<file path="config.mk">
export PLATFORM = sky130hd
export DESIGN_NAME = alu
export DESIGN_NICKNAME = d
export VERILOG_FILES = /design/src/design/core_pkg.sv /design/src/design/alu.sv
export SDC_FILE = /design/constraint.sdc
export NUM_CORES = 1
export LEC_CHECK = 0
export BUFFER_PORTS_ARGS = -buffer_cell sky130_fd_sc_hd__buf_2
export CAP_MARGIN = 20
export CELL_PAD_IN_SITES_DETAIL_PLACEMENT = 1
export CELL_PAD_IN_SITES_GLOBAL_PLACEMENT = 1
export CORE_ASPECT_RATIO = 1.2
export CORE_UTILIZATION = 40
export DETAILED_ROUTE_END_ITERATION = 8
export GPL_ROUTABILITY_DRIVEN = 0
export PLACE_DENSITY_LB_ADDON = 0.2
export SLEW_MARGIN = 10
export SYNTH_ARGS = -nofsm -noshare
export SYNTH_HDL_FRONTEND = slang
export SYNTH_SLANG_ARGS = --single-unit
</file>
<file path="constraint.sdc">
create_clock -name vclk -period 9.05
set_input_delay 2.2625 -clock vclk [all_inputs]
set_output_delay 2.2625 -clock vclk [all_outputs]
set_load 0.005 [all_outputs]
</file>
<file path="src/design/core_pkg.sv">
package core_pkg;

	localparam int MEM_DEPTH = 256; // Words, addressed by mem_addr_t.

	typedef logic [31:0] word_t;
	typedef logic [4:0]  reg_addr_t;
	typedef logic [15:0] imm_t;      // Raw immediate, sign-extended at issue.
	typedef logic [7:0]  mem_addr_t;

	typedef enum logic [3:0] {
		OP_NOP,
		OP_ADD,
		OP_SUB,
		OP_AND,
		OP_OR,
		OP_XOR,
		OP_ADDI,
		OP_LI,
		OP_LD,
		OP_ST
	} opcode_t;

	// Source of the register write of an instruction.
	typedef enum logic [1:0] {
		WR_NONE,
		WR_IMM,
		WR_ALU,
		WR_MEM
	} wr_src_t;

	// Encoding rises with the age priority of the forwarding source.
	typedef enum logic [2:0] {
		FWD_REG,
		FWD_WB,
		FWD_MEM,
		FWD_EX_IMM,
		FWD_EX_ALU
	} fwd_sel_t;

	typedef struct packed {
		opcode_t   op;
		reg_addr_t rd;
		reg_addr_t ra;
		reg_addr_t rb;
		reg_addr_t rt;
		imm_t      imm;
	} instr_t;

	typedef struct packed {
		logic      valid;
		opcode_t   op;
		reg_addr_t rd;
		wr_src_t   wr_src;
		word_t     imm;     // Already sign-extended.
		word_t     ra_data;
		word_t     rb_data;
		word_t     rt_data;
	} ex_stage_t;

	typedef struct packed {
		logic      valid;
		reg_addr_t rd;
		wr_src_t   wr_src;
		word_t     result;
		mem_addr_t addr;
		word_t     st_data;
	} mem_stage_t;

	typedef struct packed {
		logic      valid;
		reg_addr_t rd;
		word_t     data;
	} wb_stage_t;

endpackage

</file>
<file path="src/design/alu.sv">
`timescale 1ns/1ps

module alu (
	input  core_pkg::opcode_t   op,
	input  core_pkg::word_t     a,
	input  core_pkg::word_t     b,
	input  core_pkg::word_t     imm,
	output core_pkg::word_t     result,
	output core_pkg::mem_addr_t mem_addr
);

	core_pkg::word_t addr_sum;

	assign addr_sum = a + imm; // Shared by addi and the load/store address.

	always_comb begin
		case (op)
			core_pkg::OP_ADD: begin
				result = a + b;
			end
			core_pkg::OP_SUB: begin
				result = a - b;
			end
			core_pkg::OP_AND: begin
				result = a & b;
			end
			core_pkg::OP_OR: begin
				result = a | b;
			end
			core_pkg::OP_XOR: begin
				result = a ^ b;
			end
			default: begin
				result = addr_sum; // addi; ld and st ignore it.
			end
		endcase
	end

	// Data memory is word addressed and wraps at its depth.
	assign mem_addr = addr_sum[7:0];

endmodule

</file>
# --- After elaboration in Yosys (flattened, before gate mapping) ---
# Cells that the tools add are included.
op_classes:
  n_bitwise: 3
  muxes: 1
  eq_ne: 5
  addsub: 3
op_table:
  columns: ["op", "n"]
  rows:
  - ["$pmux 32 s5", 1]
  - ["$add 32x32->32", 2]
  - ["$and 32x32->32", 1]
  - ["$or 32x32->32", 1]
  - ["$sub 32x32->32", 1]
  - ["$xor 32x32->32", 1]
  - ["$eq 4x2->1 const B", 2]
  - ["$eq 4x3->1 const B", 2]
  - ["$eq 4x1->1 const B", 1]
totals:
  word_cells: 12
  output_inout_bits: 40
  in_bits: 100
  ff_bits: 0

# --- Logic depth before layout (Yosys ltp) ---
depth:
  depth_word: 2
  depth_mapped: 19
  depth_no_buf: 18

# --- Worst setup path after synthesis ---
# OpenSTA, ideal clock, no wires.
synth_timing:
  path_kind: "input port to output port"
  startpoint: "in b[4]"
  endpoint: "out result[26]"
  path_buffers: 0
  arrival_time_ps: 5783
  cell_stages: 16
  required_time_ps: 6787
  slack_ps: 1005
  path_cell_list: "or3_1 > or3_1 > or4_1 > nor2_1 > nand2_1 > nor3_1 > a21oi_1 > xnor2_1 > ha_1 > and4_1 > a221o_1 > a21oi_1 > o21ai_0 > or2_2 > xnor2_1 > o221ai_1"
synth_via:
  elab_chain_cells: 2
synth_lines:
  columns: ["item", "line", "source"]
  rows:
  - ["start: declaration", "alu.sv:6", "input core_pkg::word_t b,"]
  - ["$sub 32x32->32 or $add 32x32->32 (tied branches)", "alu.sv:22, alu.sv:19", null]
  - ["$pmux 32 s5 (*)", "alu.sv:17", "case (op)"]
  - ["end: declaration", "alu.sv:8", "output core_pkg::word_t result,"]
# Mark *: on every way between the ends. The rest lies on a longest branch, timed or not.

# --- Worst setup path after layout ---
layout_timing:
  startpoint: "in b[14]"
  endpoint: "out result[31]"
# The elaborated chain is that of the path after synthesis.

==> results.toml <==
[sta]
fmaxAchievable_mhz = 115
relSlewSlack_pct = 31.5
worst_slew_pin_slew_ns = 1.03
finalSetupTns_ns = 0
fin_ws_ns = 0.377
setup_violations = 0
min_period_ns = 8.67
post-route-period-util_pct = 95.8
rsz0062_at_grt = "false"
slew_violations = 0
finalHoldViolations = 0

[synth]
syn_avg_cell_area_um2 = 7.08
yosysSeqAreaShare_pct = 0
synth_top_area_share_pct = 27.4
synth_warnings = 0
synth_cell_types = 60
netlist_area_um2 = 5790
synth_nets = 1047
synth_cells = 818
yosys.area.top_type = "ha_1"
synthTopCellsByArea = "ha_1, xnor2_1, a21oi_1"

[place]
dp.cells = 1105
hpwl_mm = 17.5
dp_slack_ns = 0.279
placement.io_buffers = 140

[grt]
grt-ovfl-total = 0
track_usage_pct = 27.5
grt_pass1_wl_mm = 33.5
grt_max_degree = 33
first_global_vias = 6754
antenna_found_initial = 0

[setup_path]
critPathTopFamily = "simple AND/OR/NAND/NOR gates"
critPathArrivalTime_ns = 6.41
critPathMaxStageDelay_ns = 0.63
path_buf_inv = 2
crit_required_ns = 6.79
critPathKind = "in2out"
cp-start-kind = "primary input"
slowest_stage = "or4_1"
cp_max_fo = 6
crit_chain = "buf_2 -> or4_1 -> nor4_4 -> nand2_1 -> nor2_1 -> a21oi_1 -> xnor2_1 -> ha_1 -> nand2_1 -> nor4_1 -> o211ai_1 -> a31oi_1 -> a21oi_1 -> or4_1 -> nand4_1 -> buf_2"
critPathCaptureType = "output port"

[die]
die_area_um2 = 15000
boundaryPins = 140
die_w_um = 112
core_area_um2 = 13900
row_count = 47
start_util_pct = 41.6
die_h_um = 134

[detailed_routing]
wire_per_inst_um = 19.1
drtIter0Drc = 328
route.vias.total = 6671
drtPass1Iterations = 7
via_per_inst = 6.04
drt-total-wl_mm = 21.1
ant_nets = 0
drc = 8

[run_status]
status = "finished, violations left"
violations = "DRC"

[cells_and_area]
register_area_um2 = 0
fin_cells = 1105
drive_gt1_share_pct = 17.5
nClkBuffers = 0
area_growth_pct = 15.2
design.seq.count = 0
post-route-util_pct = 47.9
layout.nets = 1165
num_antenna_cells = 0

[power]
powerDensity_nw_per_um2 = 70.2
leakagePower_nw = 3.35
vdd.ir_drop.worst_mv = 0.0296
total_power_w = 0.000469

[min_path]
hold_path.class = "in2out"

[clocking]
cts_hold_buf = 0

[flow_run]
drv_cap = 0
[repair_timing]
item                                    in CTS  in global routing
buffers inserted                             0                  0
endpoints found under the setup margin       0                  2
gates resized for setup                      0                  1
[tightest hold or removal path, delay by kind of cell]
kind	cells	cell delay (ns)
buffers and inverters	2	0.19
adder cells (fa/ha/maj)	1	0.12
[area by class of cell]
cell class	count	area [um^2]
Inverter	78	293
Fill cell	1869	7270
Multi-Input combinational cell	708	5400
Tap cell	171	214
Timing Repair Buffer	148	761
[placed cells by master, fill, tap and decap left out, types with 5 or more instances in the layout]
cell type and count:
and3_1 9, xnor2_1 57, o221ai_1 10, inv_1 78, xor2_1 24, o21ai_0 58, nand2_1 46, nand4_1 8
and4_1 5, a21o_1 32, nand3_1 12, nand2b_1 8, a211oi_1 13, buf_4 8, o31ai_1 6, buf_2 140
a21oi_1 64, ha_1 127, a22oi_1 13, nor3_1 19, o211ai_1 14, a31oi_1 11, o21bai_1 5, a221oi_1 22
or4_1 7, nor2_1 64
[cell usage after synthesis, drive strengths merged, types with 4 or more instances]
cell,n
a41oi,4
ha,127
inv,78
a31oi,11
nor2b,4
nand2b,8
nor2,64
a211oi,14
o311ai,4
o21ai,58
o21bai,5
nor4,5
a21oi,64
o21a,4
xnor2,57
or3,4
nand2,46
or4,8
xor2,24
nand3,13
and4,5
o211ai,14
a22oi,13
clkbuf,31
nand4,8
o31ai,7
nor3,20
a21o,32
and3,9
o221ai,10
a221oi,22
[cells by family after synthesis]
kind of cell / share of synthesized area, %
compound gates: 33.2
simple gates: 18.6
fa+ha+maj: 28.1
buf+inv: 7.13
xor+xnor: 12.2
mux: 0.713
[metrics by stage]
step | hold WS [ns] | area, um^2
2_1_floorplan | 4.65 | 5790
3_3_place_gp | 4.84 | 6670
3_5_place_dp | 4.84 | 6670
4_1_cts | 4.84 | 6670
5_1_grt | 4.88 | 6670
6_report | 4.83 | 6670
[worst paths after layout]
check | start | endpoint | slack (ns) | cells past startpoint
max | b[14] | result[31] | 0.38 | 16
min | imm[0] | mem_addr[0] | 4.83 | 3
[per-layer routing]
layer	part of all wire, %	global-route usage (%)	wire length, um	vias up
met3	3.3	0.678	706	39
met4	2.7	7.73	578	0
li1	-	-	-	3268
met2	50	52.4	10600	175
met5	0	0	0	-
met1	43	33.4	9170	3189
[power by group]
group	switching [W]	internal [W]
logic	0.000271	0.000197
clock network	0	0
registers	0	0
total	0.000271	0.000197
Power figures use the tool's default switching activity.
