$ cat config.mk
export PLATFORM = sky130hd
export DESIGN_NAME = forward
export DESIGN_NICKNAME = d
export VERILOG_FILES = /design/src/design/core_pkg.sv /design/src/design/fwd_select.sv /design/src/design/forward.sv
export SDC_FILE = /design/constraint.sdc
export NUM_CORES = 1
export LEC_CHECK = 0
export BUFFER_PORTS_ARGS = -buffer_cell sky130_fd_sc_hd__buf_2
export CORE_AREA = 2 2 209 211
export DETAILED_ROUTE_END_ITERATION = 10
export DIE_AREA = 0 0 211 213
export PLACE_DENSITY = 0.36
export SYNTH_ARGS = -nofsm -noshare
export SYNTH_HDL_FRONTEND = slang
export SYNTH_HIERARCHICAL = 1
export SYNTH_SLANG_ARGS = --single-unit
$ cat constraint.sdc
create_clock -name vclk -period 2.5
set_input_delay 0.25 -clock vclk [all_inputs]
set_output_delay 0.25 -clock vclk [all_outputs]
set_load 0.01 [all_outputs]
$ cat src/design/core_pkg.sv
package core_pkg;

	localparam int MEM_DEPTH = 256; // Words, addressed by mem_addr_t.

	typedef logic [31:0] word_t;
	typedef logic [4:0]  reg_addr_t;
	typedef logic [15:0] imm_t;      // Raw immediate, sign-extended at issue.
	typedef logic [7:0]  mem_addr_t;

	typedef enum logic [3:0] {
		OP_NOP,
		OP_ADD,
		OP_SUB,
		OP_AND,
		OP_OR,
		OP_XOR,
		OP_ADDI,
		OP_LI,
		OP_LD,
		OP_ST
	} opcode_t;

	// Source of the register write of an instruction.
	typedef enum logic [1:0] {
		WR_NONE,
		WR_IMM,
		WR_ALU,
		WR_MEM
	} wr_src_t;

	// Encoding rises with the age priority of the forwarding source.
	typedef enum logic [2:0] {
		FWD_REG,
		FWD_WB,
		FWD_MEM,
		FWD_EX_IMM,
		FWD_EX_ALU
	} fwd_sel_t;

	typedef struct packed {
		opcode_t   op;
		reg_addr_t rd;
		reg_addr_t ra;
		reg_addr_t rb;
		reg_addr_t rt;
		imm_t      imm;
	} instr_t;

	typedef struct packed {
		logic      valid;
		opcode_t   op;
		reg_addr_t rd;
		wr_src_t   wr_src;
		word_t     imm;     // Already sign-extended.
		word_t     ra_data;
		word_t     rb_data;
		word_t     rt_data;
	} ex_stage_t;

	typedef struct packed {
		logic      valid;
		reg_addr_t rd;
		wr_src_t   wr_src;
		word_t     result;
		mem_addr_t addr;
		word_t     st_data;
	} mem_stage_t;

	typedef struct packed {
		logic      valid;
		reg_addr_t rd;
		word_t     data;
	} wb_stage_t;

endpackage

$ cat src/design/fwd_select.sv
`timescale 1ns/1ps

module fwd_select (
	input  core_pkg::reg_addr_t  src_addr,
	input  core_pkg::word_t      src_data,
	input  core_pkg::ex_stage_t  ex,
	input  core_pkg::word_t      ex_result,
	input  core_pkg::mem_stage_t mem,
	input  core_pkg::word_t      mem_rd_data,
	input  core_pkg::wb_stage_t  wb_in,
	output core_pkg::fwd_sel_t   sel,
	output core_pkg::word_t      data
);

	logic            ex_hit;
	logic            mem_hit;
	logic            wb_hit;
	core_pkg::word_t mem_wr_data;

	assign ex_hit  = ex.valid && (ex.rd == src_addr);
	assign mem_hit = mem.valid && (mem.wr_src != core_pkg::WR_NONE) && (mem.rd == src_addr);
	assign wb_hit  = wb_in.valid && (wb_in.rd == src_addr); // wb only carries writes.

	// A load in memory hands over the word it is reading right now.
	assign mem_wr_data = (mem.wr_src == core_pkg::WR_MEM) ? mem_rd_data : mem.result;

	// Later checks override earlier ones, so the youngest stage wins.
	always_comb begin
		sel = core_pkg::FWD_REG;
		if (wb_hit) begin
			sel = core_pkg::FWD_WB;
		end
		if (mem_hit) begin
			sel = core_pkg::FWD_MEM;
		end
		if (ex_hit) begin
			// A load in execute has no data yet; the hazard logic stalls issue.
			if (ex.wr_src == core_pkg::WR_IMM) begin
				sel = core_pkg::FWD_EX_IMM;
			end else if (ex.wr_src == core_pkg::WR_ALU) begin
				sel = core_pkg::FWD_EX_ALU;
			end
		end
	end

	always_comb begin
		case (sel)
			core_pkg::FWD_WB:     data = wb_in.data;
			core_pkg::FWD_MEM:    data = mem_wr_data;
			core_pkg::FWD_EX_IMM: data = ex.imm;
			core_pkg::FWD_EX_ALU: data = ex_result;
			default:              data = src_data;
		endcase
	end

endmodule

$ cat src/design/forward.sv
`timescale 1ns/1ps

module forward (
	input  core_pkg::reg_addr_t  src_a,
	input  core_pkg::reg_addr_t  src_b,
	input  core_pkg::reg_addr_t  src_t,
	input  core_pkg::word_t      reg_a,
	input  core_pkg::word_t      reg_b,
	input  core_pkg::word_t      reg_t,
	input  logic                 issue_is_store,
	input  core_pkg::ex_stage_t  ex,
	input  core_pkg::word_t      ex_result,
	input  core_pkg::mem_stage_t mem,
	input  core_pkg::word_t      mem_rd_data,
	input  core_pkg::wb_stage_t  wb_in,
	output core_pkg::word_t      fwd_a,
	output core_pkg::word_t      fwd_b,
	output core_pkg::word_t      fwd_t,
	output logic                 load_hazard
);

	core_pkg::fwd_sel_t sel_a;
	core_pkg::fwd_sel_t sel_b;
	core_pkg::fwd_sel_t sel_t;
	logic               ex_is_load;
	logic               ex_picked;

	fwd_select fwd_a_inst (
		.src_addr(src_a), .src_data(reg_a),
		.ex(ex), .ex_result(ex_result),
		.mem(mem), .mem_rd_data(mem_rd_data),
		.wb_in(wb_in),
		.sel(sel_a), .data(fwd_a)
	);

	fwd_select fwd_b_inst (
		.src_addr(src_b), .src_data(reg_b),
		.ex(ex), .ex_result(ex_result),
		.mem(mem), .mem_rd_data(mem_rd_data),
		.wb_in(wb_in),
		.sel(sel_b), .data(fwd_b)
	);

	fwd_select fwd_t_inst (
		.src_addr(src_t), .src_data(reg_t),
		.ex(ex), .ex_result(ex_result),
		.mem(mem), .mem_rd_data(mem_rd_data),
		.wb_in(wb_in),
		.sel(sel_t), .data(fwd_t)
	);

	assign ex_is_load = ex.valid && (ex.wr_src == core_pkg::WR_MEM);

	// Store data is only a source for a store; other ops ignore rt.
	assign load_hazard = ex_is_load &&
		((src_a == ex.rd) || (src_b == ex.rd) || (issue_is_store && (src_t == ex.rd)));

	assign ex_picked = (sel_a inside {core_pkg::FWD_EX_IMM, core_pkg::FWD_EX_ALU}) ||
		(sel_b inside {core_pkg::FWD_EX_IMM, core_pkg::FWD_EX_ALU}) ||
		(sel_t inside {core_pkg::FWD_EX_IMM, core_pkg::FWD_EX_ALU});

	// A hazard means a decoded load sits in execute, and no operand may
	// then have taken its value from the execute stage.
	always_comb begin
		assert final (!load_hazard || (ex.valid && ex.op == core_pkg::OP_LD && !ex_picked))
			else $error("load hazard without a clean load in execute");
	end

endmodule

* Yosys cells after proc, flatten, opt, wreduce, memory -nomap -nowiden
Cells that the tools add are included.
** Cells by class
- Reduce and logical (&&, ||, !) cells :: 16
- Muxes and demuxes :: 19
- Eq/ne operators :: 28
** Operator list (count)
- 32-bit case mux with 4 select lines :: 3
- 5-bit equality test :: 12
- 32-bit two-way mux :: 1
- 3-bit two-way mux :: 9
- 3-bit by 2-bit equality test with 1-bit output, second input constant :: 6
- 1-bit logical AND :: 13
- 3-bit by 1-bit equality test with 1-bit output, second input constant :: 3
- 3-bit equality test, second input constant :: 3
- 2-bit equality test, second input constant :: 3
- 2-bit two-way mux :: 3
- 1-bit two-way mux :: 3
- 2-bit by 1-bit equality test with 1-bit output, second input constant :: 1
- 1-bit logical OR :: 2
- 2-bit nonzero test :: 1
** Word-level totals
- Register bits after elaboration :: 0
- Output and inout bits :: 97
- Logic and storage cells :: 63

* Longest topological paths before layout
- Depth after elaboration :: 9
- Mapped depth :: 10

* Hierarchy
The synthesis kept the hierarchy.
** By module, submodules not included
- fwd_select :: sequential area each 0.0 µm², area an instance 1879.3 µm², instances 3, cells an instance 301
- forward :: sequential area each 0.0 µm², area an instance 177.7 µm², instances 1, cells an instance 23

* Worst setup path before layout
No wires, ideal clock.
- Path type :: input port to output port
- Start point :: input port src_a[0]
- End point :: output port fwd_a[0]
- Data arrival time :: 1743 ps
- Required time :: 2250 ps
- Setup slack :: 507 ps
- Cell stages on the path :: 9
- Path buffers :: 3
- Path through :: xnor2_1 nand4_1 or3_1 buf_2 and3b_1 buf_2 buf_6 a22oi_1 a2bb2oi_1
** Between the ends
- Cells in the longest elaborated chain, start to end :: 9
** RTL lines
- start: declaration :: line forward.sv:4 : input core_pkg::reg_addr_t src_a,
- 5-bit equality test :: line fwd_select.sv:22 : assign wb_hit = wb_in.valid && (wb_in.rd == src_addr);
- 1-bit logical AND :: line fwd_select.sv:22
- 1-bit two-way mux :: line fwd_select.sv:30 : if (wb_hit) begin
- 2-bit two-way mux :: line fwd_select.sv:33 : if (mem_hit) begin
- 3-bit two-way mux :: line fwd_select.sv:40 : end else if (ex.wr_src == core_pkg::WR_ALU) begin
- 3-bit two-way mux :: line fwd_select.sv:38 : if (ex.wr_src == core_pkg::WR_IMM) begin
- 3-bit two-way mux (*) :: line fwd_select.sv:36 : if (ex_hit) begin
- 3-bit equality test, or another cell as far along :: line fwd_select.sv:47 : case (sel)
- 32-bit case mux with 4 select lines (*) :: line fwd_select.sv:47
- end: declaration :: line forward.sv:16 : output core_pkg::word_t fwd_a,
Every way passes the cells marked *; elsewhere a longest branch is shown, timed or not.

* Worst setup path in the final report
- Start point :: input port mem[78] (netlist bit)
- End point :: output port fwd_b[8]
** Between the ends
- Cells in the longest elaborated chain, start to end :: 8
** RTL lines
- start: declaration :: line forward.sv:13 : input core_pkg::mem_stage_t mem,
- 5-bit equality test (*) :: line fwd_select.sv:21 : assign mem_hit = mem.valid && (mem.wr_src != core_pkg::WR_NONE) && (mem.rd == src_addr);
- 1-bit logical AND (*) :: line fwd_select.sv:21
- 2-bit two-way mux (*) :: line fwd_select.sv:33
- 3-bit two-way mux :: line fwd_select.sv:40
- 3-bit two-way mux :: line fwd_select.sv:38
- 3-bit two-way mux (*) :: line fwd_select.sv:36
- 3-bit equality test, or another cell as far along :: line fwd_select.sv:47
- 32-bit case mux with 4 select lines (*) :: line fwd_select.sv:47
- end: declaration :: line forward.sv:17 : output core_pkg::word_t fwd_b,
Marks and branches as above.

==> qor.yml <==
floorplanning:
  rows: 76
  die_h_um: 213
  die_x_um: 211
  pin_count: 531
  core_area_mm2: 0.0427
  dieArea_mm2: 0.0449
  start_util: 0.133
global_route:
  overflow: 0
  grt_pass1_wl_um: 66500
  grt_max_degree: 34
  grt_pass1_vias: 9066
  antenna_found_initial: 16
  track_usage: 0.202
timing:
  min_period_over_period: 0.985
  tightest_slew_ns: 0.515
  rsz0062_at_grt: "yes"
  final-max-slew-violation-count: 0
  fmax_mhz: 406
  worst_hold_slack_ns: 0.843
  finalHoldViolCount: 0
  setup_viol: 0
  setup_tns_ns: 0
  fin_crit_ns: 2.46
  slew_headroom: 0.657
cells_and_area:
  fillers: 4858
  layout.nets: 1771
  post-route-util: 0.236
  final_layout_size_suffix_gt1_frac: 0.500
  nFlopsAndLatches: 0
  seqCellArea_um2: 0
  n_clock_buffer: 0
  syn_to_final_growth_pct: 77.6
  multi_input_area_mm2: 0.00590
  stdcell_area_mm2: 0.0101
place:
  gp_congestion: 0.876
  port_buffers: 391
  dp_hpwl_um: 39900
  placed_cell_area_mm2: 0.00920
drt:
  drtIter0Drc: 644
  via_count: 9299
  antenna_left: 0
  wl_per_cell_um: 25.8
  viasPerCell: 4.91
  drc: 0
  dr.pass1.iters: 5
  wl_um: 48800
synth:
  syn_inst: 899
  synthesis.nets: 1333
  avgSynthCellArea_um2: 6.32
  yosys_warnings: 6
  synth.cell_area_mm2: 0.00568
setup_path:
  crit_type: "primary input to output port"
  crit_arrival_ns: 2.21
  crit_slowest_cell: "nor3_4"
  cp_max_fo: 12
  start_kind: "primary input"
  slowest_delay_ns: 0.27
  cp.required_ns: 2.25
  crit_path_cell_trace: "buf_2 -> xnor2_2 -> nand4_1 -> nor3_4 -> buf_12 -> buf_8 -> nor2_4 -> nand2_2 -> buf_12 -> a2bb2oi_1 -> buf_2"
  setup.worst_path.end_class: "output port"
power:
  power_density_mw_per_mm2: 162
  peakVddDrop_mv: 0.0780
  power_mw: 1.63
  leakagePower_nw: 4.39
clock_network:
  hold_buffers: 0
flow_run:
  max_cap_violations: 0
min_path:
  hold_class: "primary input to output port"
run_status:
  status: "completed"
[worst max-delay path: cells and delay by family]
| kind | cells | cell delay, ns |
|---|---|---|
| compound gates | 1 | 0.24 |
| xor+xnor | 1 | 0.18 |
| buf+inv | 5 | 0.78 |
| simple gates | 4 | 0.75 |
[where the power goes]
group	switching [mW]	total [mW]	internal (mW)
clock	0	0.000000644	0.000000644
sequential	0	0	0
combinational	0.888	1.63	0.742
[path summary, 6_finish.rpt]
| check | start | end | slack [ns] | cells after the start |
|---|---|---|---|---|
| hold / removal | reg_b[27] | fwd_b[27] | 0.84 | 3 |
| setup / recovery | mem[78] | fwd_b[8] | 0.04 | 11 |
[repair_timing]
action | in CTS | in global routing
pin swaps | 0 | 49
resized for setup | 11 | 186
endpoints found under the setup margin | 12 | 88
endpoints found under the hold margin | 0 | 0
setup buffers | 1 | 13
gates cloned | 0 | 4
[through the flow]
| step | worst slack, ns | std cells |
|---|---|---|
| floorplan | 0.562 | 899 |
| global placement | -0.128 | 1864 |
| detailed placement | -0.0769 | 1864 |
| CTS | 0.00164 | 1865 |
| global route | -0.0952 | 1885 |
| finish | 0.0386 | 1893 |
[cell type report]
class / count / area share
Timing Repair Buffer: 540 / 0.345
Tap cell: 546 / 0.0677
Antenna cell: 12 / 0.00298
Multi-Input combinational cell: 795 / 0.585
[layout by cell type, fill, tap and decap left out, types with 5 or more instances in the layout]
master,n
a21boi_0,50
a21boi_1,29
a21boi_2,12
a22o_1,96
a22oi_1,52
a22oi_2,41
a2bb2oi_1,71
a2bb2oi_2,25
buf_12,24
buf_2,387
buf_4,110
buf_6,14
diode_2,12
nand2_1,198
nand2_2,5
nand3_1,7
nand4_1,7
nor2_4,6
nor2b_4,6
o21ai_0,73
o21ai_1,21
xnor2_1,25
xnor2_2,12
xor2_1,22
[layer usage]
| layer | track usage | up-vias | part of all wire |
|---|---|---|---|
| met5 | 0 | - | 0.00086 |
| met4 | 0.0347 | 6 | 0.019 |
| met3 | 0.0315 | 48 | 0.068 |
| met2 | 0.319 | 425 | 0.44 |
| met1 | 0.291 | 4519 | 0.47 |
| li1 | - | 4301 | - |
Power figures use the tool's default switching activity.
